==> src/design/complexFir_cfg.svh <==
/*
 * Complex FIR configuration.
 * Tap count and the widths of samples, coefficients and results.
 */
`ifndef COMPLEX_FIR_CFG_SVH
`define COMPLEX_FIR_CFG_SVH

// Number of complex taps in the filter.
`define FIR_TAPS 12
`define SAMPLE_WIDTH 8
`define COEFF_WIDTH 8
// Wide enough to address every tap.
`define TAP_INDEX_WIDTH 4
// A 16-bit product, 4 bits of growth over 12 taps, one bit for the complex combination.
`define RESULT_WIDTH 21

`endif

==> src/design/firSamplePkg.sv <==
/*
 * Sample domain types of the complex FIR.
 * Signed vectors for samples, coefficients, products, sums and results.
 */
`include "complexFir_cfg.svh"

package firSamplePkg;

	// One real or imaginary component of an input sample.
	typedef logic signed [`SAMPLE_WIDTH-1:0] sampleT;
	// One real or imaginary component of a coefficient.
	typedef logic signed [`COEFF_WIDTH-1:0] coeffT;
	// One real product of a sample component and a coefficient component.
	typedef logic signed [`SAMPLE_WIDTH+`COEFF_WIDTH-1:0] productT;
	// A sum of real products over all taps, one bit narrower than a result.
	typedef logic signed [`RESULT_WIDTH-2:0] sumT;
	// One component of the complex filter output.
	typedef logic signed [`RESULT_WIDTH-1:0] resultT;
	// Address of one coefficient in the bank.
	typedef logic [`TAP_INDEX_WIDTH-1:0] tapIndexT;

endpackage

==> src/design/sampleDelayLine.sv <==
/*
 * Complex sample delay line.
 * Tap 0 holds the newest accepted sample and tap 11 the oldest one.
 */
`timescale 1ns/1ps
`include "complexFir_cfg.svh"

module sampleDelayLine
	import firSamplePkg::*;
(
	input  logic   clock,
	input  logic   arstN,
	input  logic   shift,
	input  logic   flush,
	input  sampleT inRe,
	input  sampleT inIm,
	output sampleT tapRe [0:`FIR_TAPS-1],
	output sampleT tapIm [0:`FIR_TAPS-1]
);

	// Flush wins over shift.
	// The controller never raises both in the same cycle, but the
	// history must end up empty whichever way that goes.
	always_ff @(posedge clock or negedge arstN) begin
		if (!arstN) begin
			for (int i = 0; i < `FIR_TAPS; i++) begin
				tapRe[i] <= '0;
				tapIm[i] <= '0;
			end
		end else if (flush) begin
			for (int i = 0; i < `FIR_TAPS; i++) begin
				tapRe[i] <= '0;
				tapIm[i] <= '0;
			end
		end else if (shift) begin
			// Every tap moves one place older and the oldest sample drops out.
			for (int i = `FIR_TAPS - 1; i > 0; i--) begin
				tapRe[i] <= tapRe[i-1];
				tapIm[i] <= tapIm[i-1];
			end
			tapRe[0] <= inRe;
			tapIm[0] <= inIm;
		end
	end

	// The taps are visible one edge after the accept.
	// The MAC pipeline samples them at the following edge.

endmodule

==> config.mk <==
export PLATFORM = sky130hd
export DESIGN_NAME = sampleDelayLine
export DESIGN_NICKNAME = d
export VERILOG_FILES = /design/src/design/firSamplePkg.sv /design/src/design/sampleDelayLine.sv
export VERILOG_INCLUDE_DIRS = /design/src /design/src/design
export SDC_FILE = /design/constraint.sdc
export NUM_CORES = 1
export LEC_CHECK = 0
export BUFFER_PORTS_ARGS = -buffer_cell sky130_fd_sc_hd__buf_4
export CAP_MARGIN = 20
export CORE_AREA = 8 8 132 134
export CTS_BUF_LIST = sky130_fd_sc_hd__clkbuf_16
export CTS_CLUSTER_DIAMETER = 100
export DETAILED_ROUTE_END_ITERATION = 8
export DIE_AREA = 0 0 140 142
export PLACE_DENSITY = 0.81
export SLEW_MARGIN = 25
export SYNTH_ARGS = -nofsm -noshare
export SYNTH_HDL_FRONTEND = slang
export SYNTH_SLANG_ARGS = --single-unit
==> constraint.sdc <==
create_clock -name clock -period 0.8 [get_ports clock]
set_clock_uncertainty 0.05 [all_clocks]
set_input_delay 0.08 -clock clock [delete_from_list [all_inputs] [get_ports clock]]
set_output_delay 0.08 -clock clock [all_outputs]
set_load 0.01 [all_outputs]
======== Word level (Yosys, flattened, before mapping) ========
Cells that the tools add are included.
cells by class
  reductions and logical operators ........ 1
  muxes and demuxes ....................... 4
operators by type and width
  kind                count
  96-bit two-way mux  4
  2-bit nonzero test  1
word-level totals
  output and inout bits ................... 192
  input port bits ......................... 20
  logic and storage cells ................. 29
  bits in registers ....................... 192

======== Logic depth before layout (Yosys ltp) ========
Gate-level depths: netlist of run 1.
  depth after elaboration ................. 2
  gate-level depth with buffers ........... 5
  depth with buffers taken out ............ 2

======== Worst setup path before layout of run 1 ========
OpenSTA, ideal clock, no wires.
  path type ............................... input-to-reg
  start point ............................. input port shift
  end point ............................... register tapIm[40] (netlist bit)
  library setup time ...................... 132 ps
  data arrival time ....................... 725 ps
  required time ........................... 618 ps
  setup slack ............................. -107 ps
  stages .................................. 5
  buffers on the path ..................... 3
  path through ............................ buf_4 buf_12 buf_12 mux2i_1 nor2_1
on the way
  longest elaborated chain between the ends .. 1
RTL lines
  element                        line                   text
  start, declared                sampleDelayLine.sv:13  input logic shift,
  2-bit nonzero test (no line)   -
  end signal, assigned by index  sampleDelayLine.sv:39  tapIm[i] <= tapIm[i-1];
  end, declared                  sampleDelayLine.sv:18  output sampleT tapIm [0:`FIR_TAPS-1]
No other way between the ends.
A chain may end at the register's enable or synchronous reset.

======== Worst setup path after layout of run 1 ========
  start point ............................. register tapRe[66] (netlist bit)
  end point ............................... output port tapRe[66] (netlist bit)
RTL lines
  element                          line                   text
  start, declared                  sampleDelayLine.sv:17  output sampleT tapRe [0:`FIR_TAPS-1],
  start signal, assigned by index  sampleDelayLine.sv:38  tapRe[i] <= tapRe[i-1];
No word-level cell between the ends.

==> impl_metrics.py, run 1 <==
metrics = {
    "outcome": {
        "status": "finished with violations",
        "violations": "negative setup slack",
    },
    "floorplanning": {
        "row_count": 46,
        "ios": 212,
        "start_util": 0.5161,
        "dieArea_um2": 19880,
        "die_w_um": 140,
        "die_h_um": 142,
        "core_area_um2": 15420,
    },
    "worst_setup_path": {
        "worst-path-buf-inv": 1,
        "crit_chain": "buf_6",
        "critPathCaptureType": "primary output",
        "crit_family": "flip-flops",
        "reg2reg_slack_ns": -0.24,
        "slowest_delay_ns": 0.45,
        "start_kind": "flip-flop",
        "worstPathArrival_ns": 1.03,
        "critPathRequiredTime_ns": 0.67,
        "cpMaxStageDelayCell": "dfrtp_1",
        "crit_path_max_fanout": 2,
        "criticalPathCategory": "flip-flop to primary output",
    },
    "yosys": {
        "synth_seq_cells": 192,
        "synth.cell_area_um2": 7961,
        "yosys_warnings": 0,
        "yosysSeqAreaShare": 0.6035,
        "syn_nets": 639,
        "synthCells": 619,
        "synth.avg_cell_area_um2": 12.86,
        "synth_cell_types": 7,
    },
    "cells_and_area": {
        "mostFrequentLayoutCells": "346 x buf_6, 192 x dfrtp_1, 188 x nor2_1",
        "layout_commonest_cell": "buf_6",
        "layout.cells.non_filler": 1231,
        "layout-area-overhead-vs-synth_pct": 65.16,
        "drive_gt1_frac": 0.4547,
        "fin_util": 0.8525,
        "nNetsFinal": 1047,
    },
    "clocking": {
        "cts.clk_slew.worst_paths_ns": 0.07,
        "cts-root-buf": "clkbuf_16",
        "cts_buffers": 17,
        "cts_buffer_depth": 2,
        "cts_sinks": 192,
        "h-tree-depth": 4,
        "cts_tree": "built",
        "insertion_delay_ns": 0.43,
    },
    "sta": {
        "fin_crit_ns": 1.159,
        "hold_viol": 0,
        "fin_ws_ns": -0.3595,
        "rsz0062_at_grt": "true",
        "period_share": 1.449,
        "slew_headroom": 0.7780,
        "setup_violations": 383,
        "finalMaxSlewViolations": 0,
        "tightest_slew_ns": 0.3330,
        "fmax_mhz": 862.5,
    },
    "global_route": {
        "grt_pass1_vias": 6995,
        "grt_start_max_net_pins": 46,
        "grtUsageTotal": 0.2538,
        "grt_antenna_before_repair": 1,
        "grt_pass1_wl_um": 39240,
        "grt.overflow.total": 0,
    },
    "routing": {
        "dr.pass1.iters": 5,
        "vias_per_cell": 5.421,
        "vias": 6673,
        "antenna_left": 0,
        "wire_per_inst_um": 23.15,
        "drt_iter0_markers": 327,
        "drc_errors": 0,
        "wirelength_um": 28500,
    },
    "place": {
        "place_inst": 1006,
        "gp_congestion": 0.7887,
        "dp_hpwl_um": 13970,
        "placement.io_buffers": 211,
    },
    "flow_run": {
        "cap_violations": 0,
    },
    "power_and_ir_drop": {
        "power.leakage_uw": 0.006810,
        "vdd_drop_max_v": 0.001681,
        "powerDensity_nw_per_um2": 1519,
        "p_total_uw": 19980,
    },
    "min_path": {
        "hold_class": "input port to asynchronous set/reset pin",
    },
}
[worst register-to-register path: stages (launching register included)]
cell and delay, ns:
dfrtp_1 0.42, buf_4 0.16, mux2i_1 0.21, nor2_1 0.08
[metal layers]
layer / track usage / vias up / share of wire
li1: - / 2880 / -
met3: 0.09795 / 69 / 0.076
met1: 0.2775 / 3423 / 0.37
met4: 0.08400 / 0 / 0.036
met2: 0.4460 / 301 / 0.52
met5: 0 / - / 0
[kinds of logic after synthesis]
family	after synthesis	share of synthesized area
multiplexers	192	0.2414
AND/OR/NAND/NOR	192	0.09052
flip-flops	192	0.6035
buffers and inverters	43	0.06459
[flip-flops by register name, indices dropped and copies added, names as in the netlist]
register and count:
tapIm 96, tapRe 96
[repair_timing]
item / CTS / global route
setup endpoints to repair: 213 / 381
endpoints found under the hold margin: 210 / 0
resized for setup: 243 / 179
hold buffers: 18 / 0
setup buffers: 165 / 85
pin swaps: 7 / 93
[final timing paths]
path                                  startpoint               endpoint  cells after the start
max                        tapRe[66]$_DFFE_PN0P_              tapRe[66]                      1
min                                        arstN   tapIm[9]$_DFFE_PN0P_                      2
max reg2reg                tapRe[50]$_DFFE_PN0P_  tapRe[42]$_DFFE_PN0P_                      3
min reg2reg                 tapRe[6]$_DFFE_PN0P_   tapRe[6]$_DFFE_PN0P_                      2
max in group asynchronous                  arstN  tapIm[52]$_DFFE_PN0P_                      3
min in group clock                         flush  tapRe[62]$_DFFE_PN0P_                      3
[area by class of cell]
class | instances | area [um2]
antenna | 1 | 2.502
clock buffer | 17 | 425.4
clock inverter | 13 | 123.9
fill | 666 | 2276
multi-input combinational | 384 | 2833
sequential | 192 | 4805
tap | 192 | 240.2
timing repair buffer | 432 | 4720
[synthesized netlist by cell type]
library cell,number,area share
buf_4,2,0.0019
dfrtp_1,192,0.60
nor2_1,192,0.091
mux2i_1,192,0.24
buf_2,16,0.010
clkbuf_1,5,0.0024
buf_12,20,0.050
[per-stage QoR]
stage	setup WS, ns	area, um2	hold WS [ns]	setup TNS (ns)
2_1_floorplan	-0.06829	7969	-0.2656	-9.804
3_3_place_gp	-0.1736	9614	-0.1035	-20.39
3_5_place_dp	-0.2088	9614	-0.09563	-25.32
4_1_cts	-0.3482	12490	0.02668	-75.05
5_1_grt	-0.3738	13150	0.03870	-94.07
6_report	-0.3595	13150	0.02832	-83.09
[report_power, final]
group	leakage (uW)	switching (uW)	internal (uW)
combinational	0.00387	961	909
clock	0.000271	3670	4530
sequential	0.00267	107	9800
Power figures use the tool's default switching activity.
==> run 2, diff against run 1 <==
--- a/config.mk
+++ b/config.mk
@@ -10,7 +10,6 @@
 export CAP_MARGIN = 20
 export CORE_AREA = 8 8 132 134
 export CTS_BUF_LIST = sky130_fd_sc_hd__clkbuf_16
-export CTS_CLUSTER_DIAMETER = 100
 export DETAILED_ROUTE_END_ITERATION = 8
 export DIE_AREA = 0 0 140 142
 export PLACE_DENSITY = 0.81
==> constraint.sdc (replaced) <==
create_clock -name clock -period 1.1 [get_ports clock]
set_clock_uncertainty 0.05 [all_clocks]
set_input_delay 0.11 -clock clock [delete_from_list [all_inputs] [get_ports clock]]
set_output_delay 0.11 -clock clock [all_outputs]
set_load 0.01 [all_outputs]
==> run 2 against run 1 <==
The run still ends with negative setup slack left. Largest cell class unchanged. Flip-flop and latch count is the same. Die area is the same. Non-clock buffer count grew 32. Critical path depth is the same. Sequential power shrank 27%.
==> impl_metrics.py, run 2 (synthesis results as in run 1) <==
metrics = {
    "global_route": {
        "grt_antenna_before_repair": 1,
        "grt.overflow.total": 0,
        "grt_pass1_vias": 7169,
        "grt_start_max_net_pins": 57,
        "grtUsageTotal": 0.2508,
        "grt_pass1_wl_um": 39060,
    },
    "cells_and_area": {
        "layout_commonest_cell": "buf_4",
        "mostFrequentLayoutCells": "238 x buf_4, 193 x buf_6, 192 x mux2i_1, 192 x nor2_1, 192 x dfrtp_1",
        "multi_input_area_um2": 2643,
        "nFillCells": 720,
        "fin_area_um2": 12760,
        "nNetsFinal": 1079,
        "drive_gt1_frac": 0.4431,
        "layout-area-overhead-vs-synth_pct": 60.24,
        "top_regs": "tapIm x96, tapRe x96",
        "seqCellArea_um2": 4805,
    },
    "routing": {
        "wire_per_inst_um": 20.48,
        "drt_iter0_markers": 358,
        "wirelength_um": 25900,
        "drc_errors": 0,
        "antenna_left": 0,
        "vias_per_cell": 5.153,
        "dr.pass1.iters": 5,
        "vias": 6519,
    },
    "sta": {
        "period_share": 1.061,
        "tightest_slew_ns": 0.3082,
        "final.setup.tns_ns": -4.541,
        "setup_violations": 183,
        "fin_crit_ns": 1.167,
        "fmax_mhz": 857.2,
        "fin_ws_ns": -0.06661,
        "slew_headroom": 0.7886,
        "rsz0062_at_grt": "true",
        "hold_viol": 0,
        "finalMaxSlewViolations": 0,
        "whs_ns": 0.03343,
    },
    "worst_setup_path": {
        "worstPathArrival_ns": 1.01,
        "crit_chain": "buf_6",
        "worst-path-buf-inv": 1,
        "slowest_delay_ns": 0.44,
        "critPathRequiredTime_ns": 0.94,
        "start_kind": "flip-flop",
        "critPathCaptureType": "primary output",
        "crit_family": "flip-flops",
        "cpMaxStageDelayCell": "dfrtp_1",
        "criticalPathCategory": "flip-flop to primary output",
        "crit_path_max_fanout": 2,
    },
    "power_and_ir_drop": {
        "pwr-share-clk": 0.446,
        "power.internal_uw": 11750,
        "p_total_uw": 15220,
        "power.leakage_uw": 0.007059,
        "vdd_drop_max_v": 0.0009340,
        "p_comb_frac": 0.082,
        "p_switching_uw": 3469,
        "switching_share": 0.2279,
        "p_seq_frac": 0.472,
        "powerDensity_nw_per_um2": 1193,
    },
    "clocking": {
        "cts.clk_slew.worst_paths_ns": 0.07,
        "insertion_delay_ns": 0.43,
        "cts_tree": "built",
        "cts_buffers": 17,
        "cts_buffer_depth": 2,
        "cts_sinks": 192,
        "h-tree-depth": 4,
        "cts-root-buf": "clkbuf_16",
    },
    "floorplanning": {
        "ios": 212,
        "start_util": 0.5161,
        "row_count": 46,
        "die_h_um": 142,
        "die_w_um": 140,
        "dieArea_um2": 19880,
        "core_area_um2": 15420,
    },
    "place": {
        "dp_hpwl_um": 13540,
        "postPlaceCellArea_um2": 9585,
        "placement.io_buffers": 211,
        "gp_congestion": 0.7818,
        "dp_slack_ns": 0.03811,
    },
    "min_path": {
        "hold_class": "input port to flip-flop",
    },
    "flow_run": {
        "cap_violations": 0,
    },
    "outcome": {
        "status": "finished with violations",
        "violations": "negative setup slack",
    },
}
[run 2: metrics by stage]
stage	std cells	utilization
after global routing	1265	0.8271
after detailed placement	999	0.6214
final	1265	0.8271
after global placement	999	0.6214
after floorplan	619	-
after CTS	1219	0.8043
[run 2: metal layers]
metal / vias to the layer above / GRT usage / part of all wire / wire length [um]
li1: 2926 / - / - / -
met5: - / 0 / 0 / 0
met1: 3314 / 0.2691 / 0.37 / 9694
met4: 0 / 0.08914 / 0.027 / 688
met3: 45 / 0.08755 / 0.074 / 1905
met2: 234 / 0.4511 / 0.53 / 13610
[run 2: final timing paths]
kind                       cells after the start               endpoint                   from  slack [ns]
max in group asynchronous                      3  tapRe[74]$_DFFE_PN0P_                  arstN        0.39
min reg2reg                                    2   tapIm[0]$_DFFE_PN0P_   tapIm[0]$_DFFE_PN0P_        0.51
min                                            3  tapRe[68]$_DFFE_PN0P_                  shift        0.03
max                                            1              tapIm[31]  tapIm[31]$_DFFE_PN0P_       -0.07
max reg2reg                                    3  tapRe[30]$_DFFE_PN0P_  tapRe[30]$_DFFE_PN0P_       -0.02
min in group asynchronous                      2  tapIm[84]$_DFFE_PN0P_                  arstN        0.06
[run 2: area by class of cell]
cell class	instances	area share
flip-flops and latches	192	0.3766
repair buffers	464	0.3470
multi-input cells	384	0.2071
clock buffers	17	0.03335
well taps	192	0.01883
clock inverters	15	0.01687
diodes	1	0.0001962
[run 2: what timing repair did]
item,4_1_cts,5_1_grt
buffers inserted,169,45
endpoints found under the hold margin,216,0
hold buffers,19,0
gates resized for setup,192,2
setup endpoints to repair,192,213
[run 2: power groups by stage]
stage	clock network, uW	logic (uW)	registers, uW
global placement	0	958	7320
global route	7140	1330	7190
floorplan	0	619	7340
detailed placement	0	982	7320
finish	6790	1250	7190
CTS	6780	1200	7180
==> run 3, diff against run 2 <==
--- a/config.mk
+++ b/config.mk
@@ -8,11 +8,12 @@
 export LEC_CHECK = 0
 export BUFFER_PORTS_ARGS = -buffer_cell sky130_fd_sc_hd__buf_4
 export CAP_MARGIN = 20
-export CORE_AREA = 8 8 132 134
+export CORE_AREA = 8 8 151 118
 export CTS_BUF_LIST = sky130_fd_sc_hd__clkbuf_16
 export DETAILED_ROUTE_END_ITERATION = 8
-export DIE_AREA = 0 0 140 142
+export DIE_AREA = 0 0 159 126
 export PLACE_DENSITY = 0.81
+export SETUP_SLACK_MARGIN = 0.2
 export SLEW_MARGIN = 25
 export SYNTH_ARGS = -nofsm -noshare
 export SYNTH_HDL_FRONTEND = slang
==> run 3 against run 2 <==
The flow still finishes with violations (negative setup slack). Register-to-register slack got worse by 0.04 ns. Critical path depth stayed put. Global-route usage up 0.23 points. Core utilization grew 6.1 points. Sequential share of layout area down 2.8 points. Largest cell class is now buffers.
==> impl_metrics.py, run 3 (synthesis results as in run 1) <==
metrics = {
    "sta": {
        "setup_violations": 193,
        "hold_viol": 0,
        "fin_ws_ns": -0.08485,
        "rsz0062_at_grt": "true",
        "finalMaxSlewViolations": 0,
        "period_share": 1.077,
        "fin_crit_ns": 1.185,
        "slew_headroom": 0.7026,
        "tightest_slew_ns": 0.4446,
        "final.setup.tns_ns": -6.773,
        "fmax_mhz": 844.0,
        "whs_ns": 0.08125,
    },
    "cells_and_area": {
        "fin_util": 0.8876,
        "antenna_cells": 0,
        "layout-area-overhead-vs-synth_pct": 72.97,
        "layout_commonest_cell": "buf_6",
        "nNetsFinal": 1106,
        "drive_gt1_frac": 0.4813,
        "top_regs": "tapIm x96, tapRe x96",
        "mostFrequentLayoutCells": "368 x buf_6, 192 x nor2_1, 190 x dfrtp_1",
        "fin_area_um2": 13770,
    },
    "clocking": {
        "cts_tree": "built",
        "cts_buffers": 17,
        "cts-root-buf": "clkbuf_16",
        "cts.clk_slew.worst_paths_ns": 0.07,
        "h-tree-depth": 4,
        "cts_sinks": 192,
        "cts_buffer_depth": 2,
        "insertion_delay_ns": 0.43,
    },
    "routing": {
        "dr.pass1.iters": 4,
        "vias_per_cell": 5.293,
        "wirelength_um": 29740,
        "wire_per_inst_um": 22.72,
        "vias": 6928,
        "drt_iter0_markers": 464,
        "drc_errors": 0,
        "antenna_left": 0,
    },
    "global_route": {
        "grt_antenna_before_repair": 0,
        "grt_pass1_vias": 7134,
        "grt_pass1_wl_um": 40230,
        "grt.overflow.total": 0,
        "grtUsageTotal": 0.2531,
        "grt_start_max_net_pins": 43,
    },
    "worst_setup_path": {
        "critPathCaptureType": "primary output",
        "cpMaxStageDelayCell": "dfrtp_1",
        "start_kind": "flip-flop",
        "critPathRequiredTime_ns": 0.94,
        "slowest_delay_ns": 0.44,
        "crit_family": "flip-flops",
        "crit_chain": "buf_6",
        "worst-path-buf-inv": 1,
        "criticalPathCategory": "flip-flop to primary output",
        "worstPathArrival_ns": 1.02,
        "crit_path_max_fanout": 2,
    },
    "min_path": {
        "hold_class": "input port to flip-flop",
    },
    "place": {
        "dp_hpwl_um": 14240,
        "gp_congestion": 0.8088,
        "placement.io_buffers": 211,
        "postPlaceCellArea_um2": 9787,
    },
    "floorplanning": {
        "row_count": 40,
        "die_h_um": 126,
        "die_w_um": 159,
        "ios": 212,
        "dieArea_um2": 20030,
        "start_util": 0.5131,
        "core_area_um2": 15510,
    },
    "power_and_ir_drop": {
        "p_total_uw": 14870,
        "vdd_drop_max_v": 0.001072,
        "power.leakage_uw": 0.007197,
        "powerDensity_nw_per_um2": 1080,
    },
    "outcome": {
        "violations": "negative setup slack",
        "status": "finished with violations",
    },
    "flow_run": {
        "cap_violations": 0,
    },
}
==> run 3: final timing paths <==
kind,from,end,slack [ns],cells after the start
min in group asynchronous,arstN,tapIm[0]$_DFFE_PN0P_,0.13,2
hold / removal,flush,tapIm[31]$_DFFE_PN0P_,0.08,3
setup reg to reg,tapIm[32]$_DFFE_PN0P_,tapIm[24]$_DFFE_PN0P_,-0.06,4
setup / recovery,tapIm[78]$_DFFE_PN0P_,tapIm[78],-0.08,1
max in group asynchronous,arstN,tapRe[38]$_DFFE_PN0P_,0.35,3
hold reg to reg,tapRe[88]$_DFFE_PN0P_,tapRe[80]$_DFFE_PN0P_,0.54,2
==> run 3: what timing repair did <==
action | CTS | global route
pin swaps | 23 | 89
endpoints found under the hold margin | 215 | 10
buffers inserted | 171 | 56
setup endpoints to repair | 192 | 379
resized for setup | 196 | 202
hold buffers | 18 | 1
==> run 3: per-layer routing <==
layer | vias up | global-route usage | share of wire
li1 | 2998 | - | -
met1 | 3543 | 0.2817 | 0.37
met2 | 287 | 0.4471 | 0.53
met3 | 100 | 0.06087 | 0.047
met4 | 0 | 0.1317 | 0.050
met5 | - | 0 | 0
==> run 3: final cells by class <==
cell class                 instances  area [um2]
tap                              210       262.8
sequential                       192        4807
fill                             603        1744
timing repair buffer             491        5339
clock buffer                      17       425.4
multi-input combinational        384        2776
clock inverter                    15       160.2
==> run 3: metrics by stage <==
| stage | worst slack (ns) | instances |
|---|---|---|
| after floorplan | 0.2017 | 619 |
| after global placement | 0.07388 | 1032 |
| after detailed placement | 0.008464 | 1032 |
| after CTS | -0.06853 | 1253 |
| after global routing | -0.1116 | 1309 |
| final | -0.08485 | 1309 |
==> run 3: where the power goes <==
group          total (uW)  switching, uW  leakage (uW)  internal, uW
combinational        1420            704       0.00425           715
clock                6250           2870      0.000279          3380
sequential           7200           76.2       0.00266          7120
total               14900           3650       0.00720         11200
==> run 3: worst min-delay path: cells and delay by family <==
kind / cells / cell delay (ns)
buffers and inverters: 2 / 0.31
AND/OR/NAND/NOR: 1 / 0.08
