==> src/design/complexFir_cfg.svh <==
/*
 * Complex FIR configuration.
 * Tap count and the widths of samples, coefficients and results.
 */
`ifndef COMPLEX_FIR_CFG_SVH
`define COMPLEX_FIR_CFG_SVH

// Number of complex taps in the filter.
`define FIR_TAPS 12
`define SAMPLE_WIDTH 8
`define COEFF_WIDTH 8
// Wide enough to address every tap.
`define TAP_INDEX_WIDTH 4
// A 16-bit product, 4 bits of growth over 12 taps, one bit for the complex combination.
`define RESULT_WIDTH 21

`endif

==> src/design/firSamplePkg.sv <==
/*
 * Sample domain types of the complex FIR.
 * Signed vectors for samples, coefficients, products, sums and results.
 */
`include "complexFir_cfg.svh"

package firSamplePkg;

	// One real or imaginary component of an input sample.
	typedef logic signed [`SAMPLE_WIDTH-1:0] sampleT;
	// One real or imaginary component of a coefficient.
	typedef logic signed [`COEFF_WIDTH-1:0] coeffT;
	// One real product of a sample component and a coefficient component.
	typedef logic signed [`SAMPLE_WIDTH+`COEFF_WIDTH-1:0] productT;
	// A sum of real products over all taps, one bit narrower than a result.
	typedef logic signed [`RESULT_WIDTH-2:0] sumT;
	// One component of the complex filter output.
	typedef logic signed [`RESULT_WIDTH-1:0] resultT;
	// Address of one coefficient in the bank.
	typedef logic [`TAP_INDEX_WIDTH-1:0] tapIndexT;

endpackage

==> src/design/coeffBank.sv <==
/*
 * Coefficient register bank.
 * Holds one complex coefficient per tap and presents all of them in parallel.
 * Host writes land one tap at a time and only while the filter is unlocked.
 */
`timescale 1ns/1ps
`include "complexFir_cfg.svh"

module coeffBank
	import firSamplePkg::*;
(
	input  logic     clock,
	input  logic     arstN,
	// High while the filter is running or flushing.
	input  logic     lock,
	input  logic     write,
	input  tapIndexT addr,
	input  coeffT    wrRe,
	input  coeffT    wrIm,
	output coeffT    coefRe [0:`FIR_TAPS-1],
	output coeffT    coefIm [0:`FIR_TAPS-1]
);

	// A write is honored only when the bank is unlocked.
	logic writeAllowed;
	// Addresses past the last tap do not map to a register.
	logic addrInRange;

	assign writeAllowed = write && !lock;
	assign addrInRange = addr < tapIndexT'(`FIR_TAPS);

	// The bank comes out of reset with every coefficient at zero,
	// so the filter output is silent until the host loads a table.
	always_ff @(posedge clock or negedge arstN) begin
		if (!arstN) begin
			for (int i = 0; i < `FIR_TAPS; i++) begin
				coefRe[i] <= '0;
				coefIm[i] <= '0;
			end
		end else if (writeAllowed && addrInRange) begin
			// Real and imaginary parts of one tap change together.
			coefRe[addr] <= wrRe;
			coefIm[addr] <= wrIm;
		end
	end

	// The table is read combinationally by the MAC pipeline.
	// A stop does not touch the bank, so the
	// coefficients survive from one run to the next.

	// Writes attempted during a run are lost for good.
	// The host has to repeat them once the filter is idle again.

endmodule

==> config.mk <==
export PLATFORM = sky130hd
export DESIGN_NAME = coeffBank
export DESIGN_NICKNAME = d
export VERILOG_FILES = /design/src/design/firSamplePkg.sv /design/src/design/coeffBank.sv
export VERILOG_INCLUDE_DIRS = /design/src /design/src/design
export SDC_FILE = /design/constraint.sdc
export NUM_CORES = 1
export LEC_CHECK = 0
export ABC_AREA = 1
export BUFFER_PORTS_ARGS = -buffer_cell sky130_fd_sc_hd__buf_4
export CAP_MARGIN = 15
export CORE_ASPECT_RATIO = 1.75
export CORE_MARGIN = 2
export CORE_UTILIZATION = 25
export CTS_BUF_LIST = sky130_fd_sc_hd__clkbuf_4 sky130_fd_sc_hd__clkbuf_8
export DETAILED_ROUTE_END_ITERATION = 16
export GPL_TIMING_DRIVEN = 0
export PLACE_DENSITY = 0.42
export SLEW_MARGIN = 5
export SYNTH_ARGS = -nofsm -noshare
export SYNTH_HDL_FRONTEND = slang
export SYNTH_SLANG_ARGS = --single-unit
==> constraint.sdc <==
create_clock -name clock -period 0.8 [get_ports clock]
set_input_delay 0.16 -clock clock [delete_from_list [all_inputs] [get_ports clock]]
set_output_delay 0.16 -clock clock [all_outputs]
set_load 0.005 [all_outputs]
# Word-level counts from Yosys, hierarchy flattened
# Cells that the tools add are included.
[word_totals] register_bits=192 input_bits=24 output_inout_bits=192 wordCells=36
[classes] magnitude_cmp=3 muxes=4 n_bitwise=1 reduce_logical=4
[ops] operator="$bwmux W96" n=2
[ops] operator="$demux W8 S4" n=1
[ops] operator="$mux W8" n=1
[ops] operator="$ge A5 B5 Y1 const B" n=1
[ops] operator="$lt A5 B1 Y1 const B" n=1
[ops] operator="$not A4 Y5" n=1
[ops] operator="$lt A4 B4 Y1 const B" n=1
[ops] operator="$logic_and A1 B1 Y1" n=3
[ops] operator="$logic_not A1 Y1" n=1

# Depth between registers and ports, before layout
# Gate-level depths: netlist (run 1).
[logic_depth] depth_word=6 ltp_mapped=7 mapped_depth_nobuf=5

# Worst setup path after synthesis (run 1)
# OpenSTA, ideal clock, no wires.
[synth_path] kind="input to register" from="input write" to="register coefIm[68] in the netlist's numbering" setup_ns=0.117 t_arrival_ns=1.016 required_ns=0.683 setup_slack_ns=-0.333 cell_stages=7 path_buffers=2 cell_sequence="inv_1 nor2_1 buf_4 nand3_2 clkbuf_1 nand2_1 nand2_1"
[synth_via] elab_chain_cells=2
[synth_lines] element="start, declared" line="coeffBank.sv:16" source="input logic write,"
[synth_lines] element="$logic_and A1 B1 Y1" line="coeffBank.sv:29" source="assign writeAllowed = write && !lock;"
[synth_lines] element="$logic_and A1 B1 Y1" line="coeffBank.sv:40" source="end else if (writeAllowed && addrInRange) begin"
[synth_lines] element="end signal, assigned by index" line="coeffBank.sv:43" source="coefIm[addr] <= wrIm;"
[synth_lines] element="end, declared" line="coeffBank.sv:21" source="output coeffT coefIm [0:`FIR_TAPS-1]"
# Every way passes these cells.
# A chain may end at the register's enable or synchronous reset.

# Worst setup path after layout (run 1)
[layout_path] from="register coefIm[76] in the netlist's numbering" to="output coefIm[76] in the netlist's numbering"
# No word-level cell between the ends.

==> metrics.cfg, run 1 <==
[run_status]
outcome = complete, but fails checks
violations = negative hold slack, negative setup slack

[timing]
max-slew-margin-rel_pct = 44.0
tightest_slew_ns = 0.840
maxSlewViolCount = 0
max_freq_mhz = 808
skew_ns = 0
rsz0062_at_grt = yes
fin_ws_ns = -0.438
final_hold_viol_count = 97
final.setup.tns_ns = -74.71
fin_hold_ws_ns = -0.410
finalCritPeriodShare_pct = 155
setup_viol = 198
period_minus_slack_ns = 1.24

[die]
die_h_um = 237
rows = 85
die-area_um2 = 32500
initial_core_util_pct = 25.3
num_io_pins = 216
coreArea_um2 = 30600
chipWidth_um = 137

[yosys]
yosysSeqAreaShare_pct = 61.9
syn_area_um2 = 7760
synth_top_family_by_area = simple AND/OR/NAND/NOR gates
synthAdderAreaFrac_pct = 0
synth_fp_nets = 896
yosys.area.top_type = dfrtp_1
synth_compound_area_share_pct = 0
avgSynthCellArea_um2 = 8.90
post_synth_inst_count = 872
synth_seq_cells = 192
synthSimpleGateAreaFrac_pct = 33.7
synthMuxAreaShare_pct = 0
ys_warn_count = 0
synth.distinct_cells = 12
yosys-top-cells-area = dfrtp_1 (62%), nand2_1 (19%), nand3_1 (12%)
synth_top_area_share_pct = 61.9
synth_xor_area_share_pct = 0

[drt]
viasPerCell = 4.46
drtIter0Drc = 389
vias = 7268
post_drt_wl_per_cell_um = 19.2
firstDrtPassIters = 6
drc_errors = 0
totalWireLength_mm = 31.2
ant_nets = 0

[setup_path]
r2r_start = coefRe[31]
cp.arrival_ns = 1.08
cpMaxStageDelayCell = dfrtp_1
path_class = register to primary output
critPathBufInv = 1
path_delay_family = flip-flops
critPathMaxStageDelay_ns = 0.45
cp-startpoint = coefIm[76]
worstPathRequired_ns = 0.64
end_kind = primary output
start_kind = register
worstPathMaxFanout = 2
crit_chain = buf_6

[finish]
fin_util_pct = 41.0
nets = 1247
area_growth_pct = 62.0
drive_above_1_share_pct = 37.7
final-instance-count-excl-fill = 1629

[global_routing]
grt_pass1_vias = 7439
antenna_found_initial = 2
grt_usage_pct = 19.7
grt.overflow.total = 0
grt_start_max_net_pins = 99
grt_pass1_wl_mm = 46.4

[placed_design]
placedCellCount = 1479
dp_hpwl_mm = 21.3
port_buffers = 215
place.gp.congestion = 0.752
pre_cts_ws_ns = -0.727

[pwr]
p_leak_nw = 6.62
vdd_drop_max_mv = 1.11
totalPowerFinal_mw = 28.4
cellPowerDensity_nw_per_um2 = 2260

[cts]
numCtsBuffers = 17
root_buffer = clkbuf_8
cts_sinks = 192
htreeDepth = 4
clock_path_buffers = 2
clk_pin_slew_worst_paths_ns = 0.10
cts_tree = built
insertion_delay_ns = 0.49

[hold_path]
hp-class = input port to asynchronous set/reset pin

[flow_run]
drv_cap = 0

-- sequential cells by signal (all words and copies together) (netlist names) --
register	flops
coefRe	96
coefIm	96
-- cells in the final DEF, fill, tap and decap left out, types with 5 or more instances in the layout --
| master | count |
|---|---|
| dlygate4sd3_1 | 17 |
| buf_2 | 7 |
| buf_12 | 5 |
| clkbuf_2 | 11 |
| dfrtp_1 | 192 |
| clkbuf_8 | 20 |
| nand3_4 | 12 |
| buf_6 | 222 |
| nand2_2 | 14 |
| nand2_1 | 375 |
| buf_4 | 122 |
| clkbuf_4 | 5 |
| nand3_2 | 14 |
| clkbuf_1 | 7 |
| nand3_1 | 178 |
| nor2_4 | 12 |
-- power by group --
part	switching, mW	total [mW]	internal [mW]
logic	3.20	8.46	5.26
clock network	3.71	6.96	3.26
registers	1.50	13.0	11.5
total	8.41	28.4	20.0
-- through the flow --
stage | instance area, µm² | hold WS (ns)
final | 12600 | -0.410
after global routing | 12600 | -0.412
after detailed placement | 10300 | 0.260
after global placement | 10200 | 0.413
after CTS | 12000 | -0.313
after floorplan | 8140 | -0.136
-- worst paths after layout --
check,cells past startpoint,slack (ns),endpoint
max,1,-0.44,coefIm[76]
min,1,-0.41,coefIm[3]
max reg2reg,4,-0.05,coefRe[31]
min reg2reg,2,0.50,coefIm[13]
max in group asynchronous,2,0.30,coefRe[92]
min in group clock,3,0.04,coefRe[28]
-- repair_timing --
item                       4_1_cts  5_1_grt
buffers inserted                49       58
hold endpoints to repair       129       98
gates resized for setup        212       39
pin swaps                        3        8
cloned                           0        1
setup endpoints to repair      311      311
hold buffers                    16        1
-- area by class of cell --
class | instances | area [µm²]
diodes | 2 | 5.00
plain buffers | 66 | 536
clock buffers | 20 | 263
clock inverters | 12 | 158
fillers | 3197 | 18100
inverters | 7 | 46.3
multi-input cells | 606 | 2880
flip-flops and latches | 192 | 4800
well taps | 391 | 489
repair buffers | 333 | 3380
-- Yosys cell counts --
cell type,number
clkbuf_1,23
dfrtp_1,192
nor2_2,2
nand3_1,193
buf_4,4
buf_2,40
inv_1,3
nand3_2,11
nor2_4,3
nor2_1,7
nand2_1,390
inv_2,4
-- kinds of logic (layout without fill, tap and decap cells) --
kind of cell / count (synthesis) / in the layout
flops: 192 / 192
other cells: 0 / 2
buf+inv: 74 / 438
simple gates: 606 / 606
-- metal layers --
metal,global-route usage (%),up-vias,part of all wire [%]
met5,0,-,0
met4,7.87,0,3.0
met3,4.50,38,4.5
met2,34.4,182,54
met1,22.9,3557,39
li1,-,3491,-
(Power assumes the default switching activity.)
==> run 2, diff against run 1 <==
- CORE_UTILIZATION: 25 -> 58
- PLACE_DENSITY: 0.42 -> 0.85
==> metrics.cfg, run 2 <==
[run_status]
outcome = did not finish
lastStage = global routing (5_1_grt)
firstError = [ERROR GRT-0232] Routing congestion too high. Check the congestion heatmap in the GUI.

[global_routing]
grt.overflow.total = 358
grt_start_max_net_pins = 104
grt_usage_pct = 89.3

[yosys]
synthArstFlopShare_pct = 100  ; unchanged
yosysSeqAreaShare_pct = 61.9  ; unchanged
synthMuxAreaShare_pct = 0  ; unchanged
avgSynthCellArea_um2 = 8.90  ; unchanged
post_synth_inst_count = 872  ; unchanged
synth_ff_type = dfrtp_1
yosys.area.top_type = dfrtp_1
ys_warn_count = 0  ; unchanged
synth_seq_cells = 192  ; unchanged
synth_fp_nets = 896  ; unchanged
synth_xor_area_share_pct = 0  ; unchanged
synth_top_area_share_pct = 61.9  ; unchanged
synth_edf_count = 0  ; unchanged
syn_area_um2 = 7760  ; unchanged
synth.distinct_cells = 12  ; unchanged
yosys-top-cells-area = dfrtp_1 (62%), nand2_1 (19%), nand3_1 (12%)
yosysMostFrequentCell = nand2_1
synthSimpleGateAreaFrac_pct = 33.7  ; unchanged
synthAdderAreaFrac_pct = 0  ; unchanged
synth_compound_area_share_pct = 0  ; unchanged
synth_common_cells = nand2_1 (390), nand3_1 (193), dfrtp_1 (192)
synth_top_family_by_area = simple AND/OR/NAND/NOR gates

[die]
rows = 55  ; -35%
initial_core_util_pct = 59.7  ; +34 points
die_h_um = 157  ; -34%
chipWidth_um = 91.4  ; -33%
num_io_pins = 216  ; unchanged

[cts]
cts_sinks = 192  ; unchanged
clock_path_buffers = 2  ; unchanged
numCtsBuffers = 17  ; unchanged
htreeDepth = 4  ; unchanged
root_buffer = clkbuf_8

[timing]
worst-ep-kind = output port
grt_worst_setup_endpoint = coefRe[13]

[placed_design]
port_buffers = 215  ; unchanged
place.gp.congestion = 0.876  ; +16%
dp_hpwl_mm = 17.2  ; -19%

## run 2: cell counts after synthesis
No cell type changed its count.
## run 2: cells by family after synthesis
group / after synthesis
buf+inv: 74
flops: 192
simple gates: 606
## run 2: through the flow
step / hold WS (ns) / area, µm² / setup slack [ns] / cells / setup TNS [ns]
after detailed placement: 0.199 / 10000 / -0.685 / 1259 / -127.78
after CTS: -0.306 / 11800 / -0.403 / 1370 / -70.36
after global placement: 0.408 / 9970 / -1.65 / 1258 / -400.93
after floorplan: -0.136 / 8140 / -0.179 / 872 / -24.37
## run 2: timing repair
item,in CTS
pin swaps,3
hold buffers,16
hold endpoints to repair,121
resized for setup,211
setup buffers,63
setup endpoints to repair,293
## run 2: per-layer routing
metal	track usage (%)	GRT overflow
met5	27.9	0
met4	101	114
met3	72.2	4
met2	106	238
met1	85.6	2
==> run 3, diff against run 2 <==
- CORE_ASPECT_RATIO: 1.75 -> unset
- CORE_UTILIZATION: 58 -> 40
- CTS_BUF_LIST: sky130_fd_sc_hd__clkbuf_4 sky130_fd_sc_hd__clkbuf_8 -> unset
- PLACE_DENSITY: 0.85 -> unset
- PLACE_DENSITY_LB_ADDON: unset -> 0.15
==> metrics.cfg, run 3 (synthesis gave the netlist of run 1 again) <==
[pwr]
cellPowerDensity_nw_per_um2 = 2360
vdd_drop_max_mv = 1.49
p_leak_nw = 6.95

[setup_path]
cpMaxStageDelayCell = dfrtp_1
end_kind = primary output
path_delay_family = flip-flops
critPathBufInv = 1
worstPathMaxFanout = 2
start_kind = register
crit_chain = buf_6
critPathMaxStageDelay_ns = 0.43
cp.arrival_ns = 0.99
path_class = register to primary output
worstPathRequired_ns = 0.64

[flow_run]
drv_cap = 0

[die]
rows = 50  ; -9.1%
coreArea_um2 = 18900
num_io_pins = 216  ; unchanged
die-area_um2 = 20500
die_h_um = 143  ; -8.7%
initial_core_util_pct = 41.1  ; -19 points
chipWidth_um = 143  ; +57%

[drt]
viasPerCell = 5.01
totalWireLength_mm = 28.2
firstDrtPassIters = 5
vias = 7656
ant_nets = 0
post_drt_wl_per_cell_um = 18.5
drtIter0Drc = 650
drc_errors = 0

[global_routing]
grt.overflow.total = 0
grt_usage_pct = 26.8
grt_pass1_wl_mm = 41.1
grt_pass1_vias = 7197
grt_start_max_net_pins = 100
antenna_found_initial = 0

[timing]
period_minus_slack_ns = 1.15
maxSlewViolCount = 0
final_hold_viol_count = 93
max_freq_mhz = 867
fin_hold_ws_ns = -0.320
finalCritPeriodShare_pct = 144
fin_ws_ns = -0.354
rsz0062_at_grt = yes
final.setup.tns_ns = -60.38
max-slew-margin-rel_pct = 46.0
tightest_slew_ns = 0.810
setup_viol = 204
skew_ns = 0

[hold_path]
hp-class = input port to asynchronous set/reset pin

[finish]
final_cell_mix = nand2_1 (359), buf_6 (232), dfrtp_1 (192)
reg_top3 = coefIm (96), coefRe (96)
n_fill_cell = 1468
antenna_cells = 0
fin_area_um2 = 13100
drive_above_1_share_pct = 40.6
nets = 1278
area_growth_pct = 68.6
final_common_cell = nand2_1

[cts]
insertion_delay_ns = 0.43
clk_pin_slew_worst_paths_ns = 0.07
clock_path_buffers = 2  ; unchanged
cts_tree = built
numCtsBuffers = 17  ; unchanged
htreeDepth = 4  ; unchanged
cts_sinks = 192  ; unchanged
root_buffer = clkbuf_16
cts_hold_buf = 16  ; unchanged

[placed_design]
place.gp.congestion = 0.793  ; -9.4%
dpl_cell_area_um2 = 10100  ; +1.1%
dp_hpwl_mm = 17.4  ; +1.1%
port_buffers = 215  ; unchanged

[run_status]
outcome = complete, but fails checks
violations = negative hold slack, negative setup slack

run 3: worst paths after layout:
check	start	endpoint	slack, ns	cells after the start
worst min register to register	coefRe[46]	coefRe[46]	0.50	2
min in group clock	addr[0]	coefIm[55]	0.18	5
worst max register to register	coefIm[70]	coefIm[70]	-0.04	4
worst max-delay path	coefRe[82]	coefRe[82]	-0.35	1
max in group asynchronous	arstN	coefRe[57]	0.22	2
worst min-delay path	arstN	coefIm[12]	-0.32	1
run 3: routing by layer:
metal  vias to the layer above  GRT usage, %  part of all wire (%)
li1                       3554             -                     -
met1                      3783          37.1                    44
met2                       288          43.3                    48
met3                        31          5.26                   6.3
met4                         0          7.74                   1.4
met5                         -             0                     0
run 3: final cells by class:
| class | count | area (µm²) | share of cell area (%) |
|---|---|---|---|
| Buffer | 67 | 607 | 4.64 |
| Clock buffer | 21 | 470 | 3.60 |
| Clock inverter | 11 | 151 | 1.16 |
| Inverter | 7 | 46.3 | 0.354 |
| Multi-Input combinational cell | 606 | 2940 | 22.5 |
| Sequential cell | 192 | 4800 | 36.7 |
| Tap cell | 260 | 325 | 2.49 |
| Timing Repair Buffer | 363 | 3740 | 28.6 |
run 3: what timing repair did:
item,in CTS,in global routing
setup buffers,72,67
gates resized for setup,216,100
gates cloned,1,3
setup endpoints to repair,347,417
hold endpoints to repair,125,93
pin swaps,7,16
run 3: through the flow:
step	instances	hold WS (ns)	power, mW	setup WS, ns	util (%)
global placement	1347	0.412	18.5	-1.77	53.4
finish	1527	-0.320	30.8	-0.354	69.2
CTS	1469	-0.223	30.0	-0.359	65.2
detailed placement	1348	0.237	18.7	-0.730	53.6
global route	1527	-0.289	32.1	-0.376	69.2
floorplan	872	-0.136	14.6	-0.179	-
run 3: where the power goes:
part           switching [mW]  leakage [nW]  internal, mW
Sequential               1.53          2.49          11.5
Clock                    3.81         0.310          5.21
Combinational            3.25          4.15          5.51
Total                    8.59          6.95          22.2
==> run 4, diff against run 3 <==
- clock period: 0.8 -> 1.03 ns (I/O delays scaled with it)
==> metrics.cfg, run 4 (synthesis gave the netlist of run 1 again) <==
[pwr]
p_int_mw = 16.9  ; -24%
p_clk_share_pct = 29.8  ; +0.5 points
switching_power_mw = 6.65  ; -23%
p_leak_nw = 6.61  ; -4.9%
cellPowerDensity_nw_per_um2 = 1940  ; -18%
combPwrFrac_pct = 27.7  ; -0.7 points
vdd_drop_max_mv = 1.14  ; -24%
seqPwrFrac_pct = 42.6  ; +0.3 points
swShare_pct = 28.2  ; +0.33 points

[die]
coreArea_um2 = 18900  ; unchanged
initial_core_util_pct = 41.1  ; unchanged
die_h_um = 143  ; unchanged
die-area_um2 = 20500  ; unchanged
rows = 50  ; unchanged
num_io_pins = 216  ; unchanged
chipWidth_um = 143  ; unchanged

[finish]
final_cell_mix = nand2_1 (389), buf_6 (195), nand3_1 (192), dfrtp_1 (192), buf_4 (149)
nets = 1244  ; -2.7%
drive_above_1_share_pct = 35.8  ; -4.7 points
antenna_cells = 0  ; unchanged
final_common_cell = nand2_1
fin_area_um2 = 12200  ; -7.0%
area_growth_pct = 56.8
reg_top3 = coefIm (96), coefRe (96)

[run_status]
outcome = complete, but fails checks
violations = negative hold slack, negative setup slack

[cts]
numCtsBuffers = 17  ; unchanged
clock_path_buffers = 2  ; unchanged
clk_pin_slew_worst_paths_ns = 0.07  ; about the same
root_buffer = clkbuf_16
cts_tree = built
insertion_delay_ns = 0.44  ; about the same
cts_sinks = 192  ; unchanged
htreeDepth = 4  ; unchanged

[timing]
skew_ns = 0  ; unchanged
max_freq_mhz = 839
fin_hold_ws_ns = -0.305  ; +0.0149 ns
period_minus_slack_ns = 1.19
maxSlewViolCount = 0  ; unchanged
max-slew-margin-rel_pct = 28.3  ; -18 points
tightest_slew_ns = 1.08  ; +0.265 ns
fin_ws_ns = -0.162  ; +0.192 ns
setup_viol = 192  ; -5.9%
finalCritPeriodShare_pct = 116
final_hold_viol_count = 59  ; -37%
rsz0062_at_grt = yes

[setup_path]
worstPathMaxFanout = 2  ; unchanged
cp.arrival_ns = 0.99  ; about the same
start_kind = register
path_class = register to primary output
critPathBufInv = 1  ; unchanged
worstPathRequired_ns = 0.82  ; +0.18 ns
end_kind = primary output
critPathMaxStageDelay_ns = 0.42  ; about the same
path_delay_family = flip-flops
crit_chain = buf_6
cpMaxStageDelayCell = dfrtp_1
reg2reg_slack_ns = 0.15  ; +0.19 ns

[global_routing]
grt_usage_pct = 26.3  ; -0.50 points
grt_start_max_net_pins = 73  ; -27%
grt_busiest_layer = met2
grt.overflow.total = 0  ; unchanged
grt_pass1_vias = 7151  ; -0.64%
grt_pass1_wl_mm = 40.1  ; -2.4%
grt_use_met1_pct = 36.1  ; -1.0 points
antenna_found_initial = 0  ; unchanged
met3_usage_pct = 6.17  ; +0.91 points
met2_usage_pct = 41.8  ; -1.5 points

[placed_design]
port_buffers = 215  ; unchanged
place.gp.congestion = 0.796  ; +0.39%
dp_hpwl_mm = 17.2  ; -1.0%
pre_cts_ws_ns = -0.584  ; +0.146 ns
dpl_cell_area_um2 = 9930  ; -1.9%

[drt]
vias = 7446  ; -2.7%
totalWireLength_mm = 27.1  ; -3.8%
viasPerCell = 4.99  ; -0.53%
firstDrtPassIters = 5  ; unchanged
post_drt_wl_per_cell_um = 18.2  ; -1.7%
drtIter0Drc = 584  ; -10%
ant_nets = 0  ; unchanged
drc_errors = 0  ; unchanged

[flow_run]
drv_cap = 0  ; unchanged

[hold_path]
hp-class = input port to asynchronous set/reset pin

-- run 4: cell count changes in the layout (fill, tap and decap cells not counted), sizes merged --
cell | before | now
clkbuf | 42 | 43
buf | 393 | 371
dlygate4sd3 | 16 | 0
inv | 10 | 11
clkinv | 5 | 2
clkinvlp | 0 | 5
-- run 4: final timing paths --
kind                             from         end  depth (start not counted)
setup / recovery           coefRe[24]  coefRe[24]                          1
hold / removal                  arstN  coefIm[14]                          1
setup reg to reg           coefIm[12]  coefIm[12]                          4
hold reg to reg            coefIm[22]  coefIm[22]                          2
max in group asynchronous       arstN  coefRe[55]                          2
min in group clock            wrIm[6]  coefIm[22]                          3
-- run 4: power by group through the flow --
stage / combinational, mW / sequential, mW / clock (mW)
after floorplan: 1.38 / 9.90 / 0
after global placement: 4.41 / 9.91 / 0
after detailed placement: 4.53 / 9.90 / 0
after CTS: 6.08 / 10.0 / 7.04
after global routing: 7.11 / 10.2 / 7.35
final: 6.53 / 10.0 / 7.02
-- run 4: worst register-to-register path, stage by stage, from the launching register on --
cell and delay, ns:
dfrtp_1 0.40, buf_4 0.14, buf_4 0.12, nand2_1 0.07
nand2_1 0.05
-- run 4: repair_timing --
| item | CTS | global route |
|---|---|---|
| pin swaps | 0 | 2 |
| setup endpoints to repair | 229 | 287 |
| gates resized for setup | 199 | 20 |
| endpoints found under the hold margin | 59 | 59 |
| buffers inserted | 67 | 45 |
-- run 4: cell type report --
type / instances / area (µm²)
Buffer: 67 / 410
Clock buffer: 18 / 439
Clock inverter: 14 / 179
Fill cell: 1616 / 6720
Inverter: 7 / 26.3
Multi-Input combinational cell: 606 / 2750
Sequential cell: 192 / 4800
Tap cell: 260 / 325
Timing Repair Buffer: 329 / 3240
-- run 4: metal layers --
metal	wire length [µm]	vias up
met1	12000	3667
met4	528	0
met5	0	-
met2	12900	251
met3	1700	36
li1	-	3492
-- run 4: metrics by stage --
stage | std cells | TNS [ns] | utilization, % | total power, mW | hold WS, ns
final | 1493 | -24.49 | 64.4 | 23.6 | -0.305
after global routing | 1493 | -30.36 | 64.4 | 24.6 | -0.276
after CTS | 1448 | -25.84 | 62.4 | 23.1 | -0.285
after detailed placement | 1349 | -73.48 | 52.5 | 14.4 | 0.173
after global placement | 1347 | -373.11 | 52.2 | 14.3 | 0.455
after floorplan | 872 | -0.616 | - | 11.3 | -0.0896
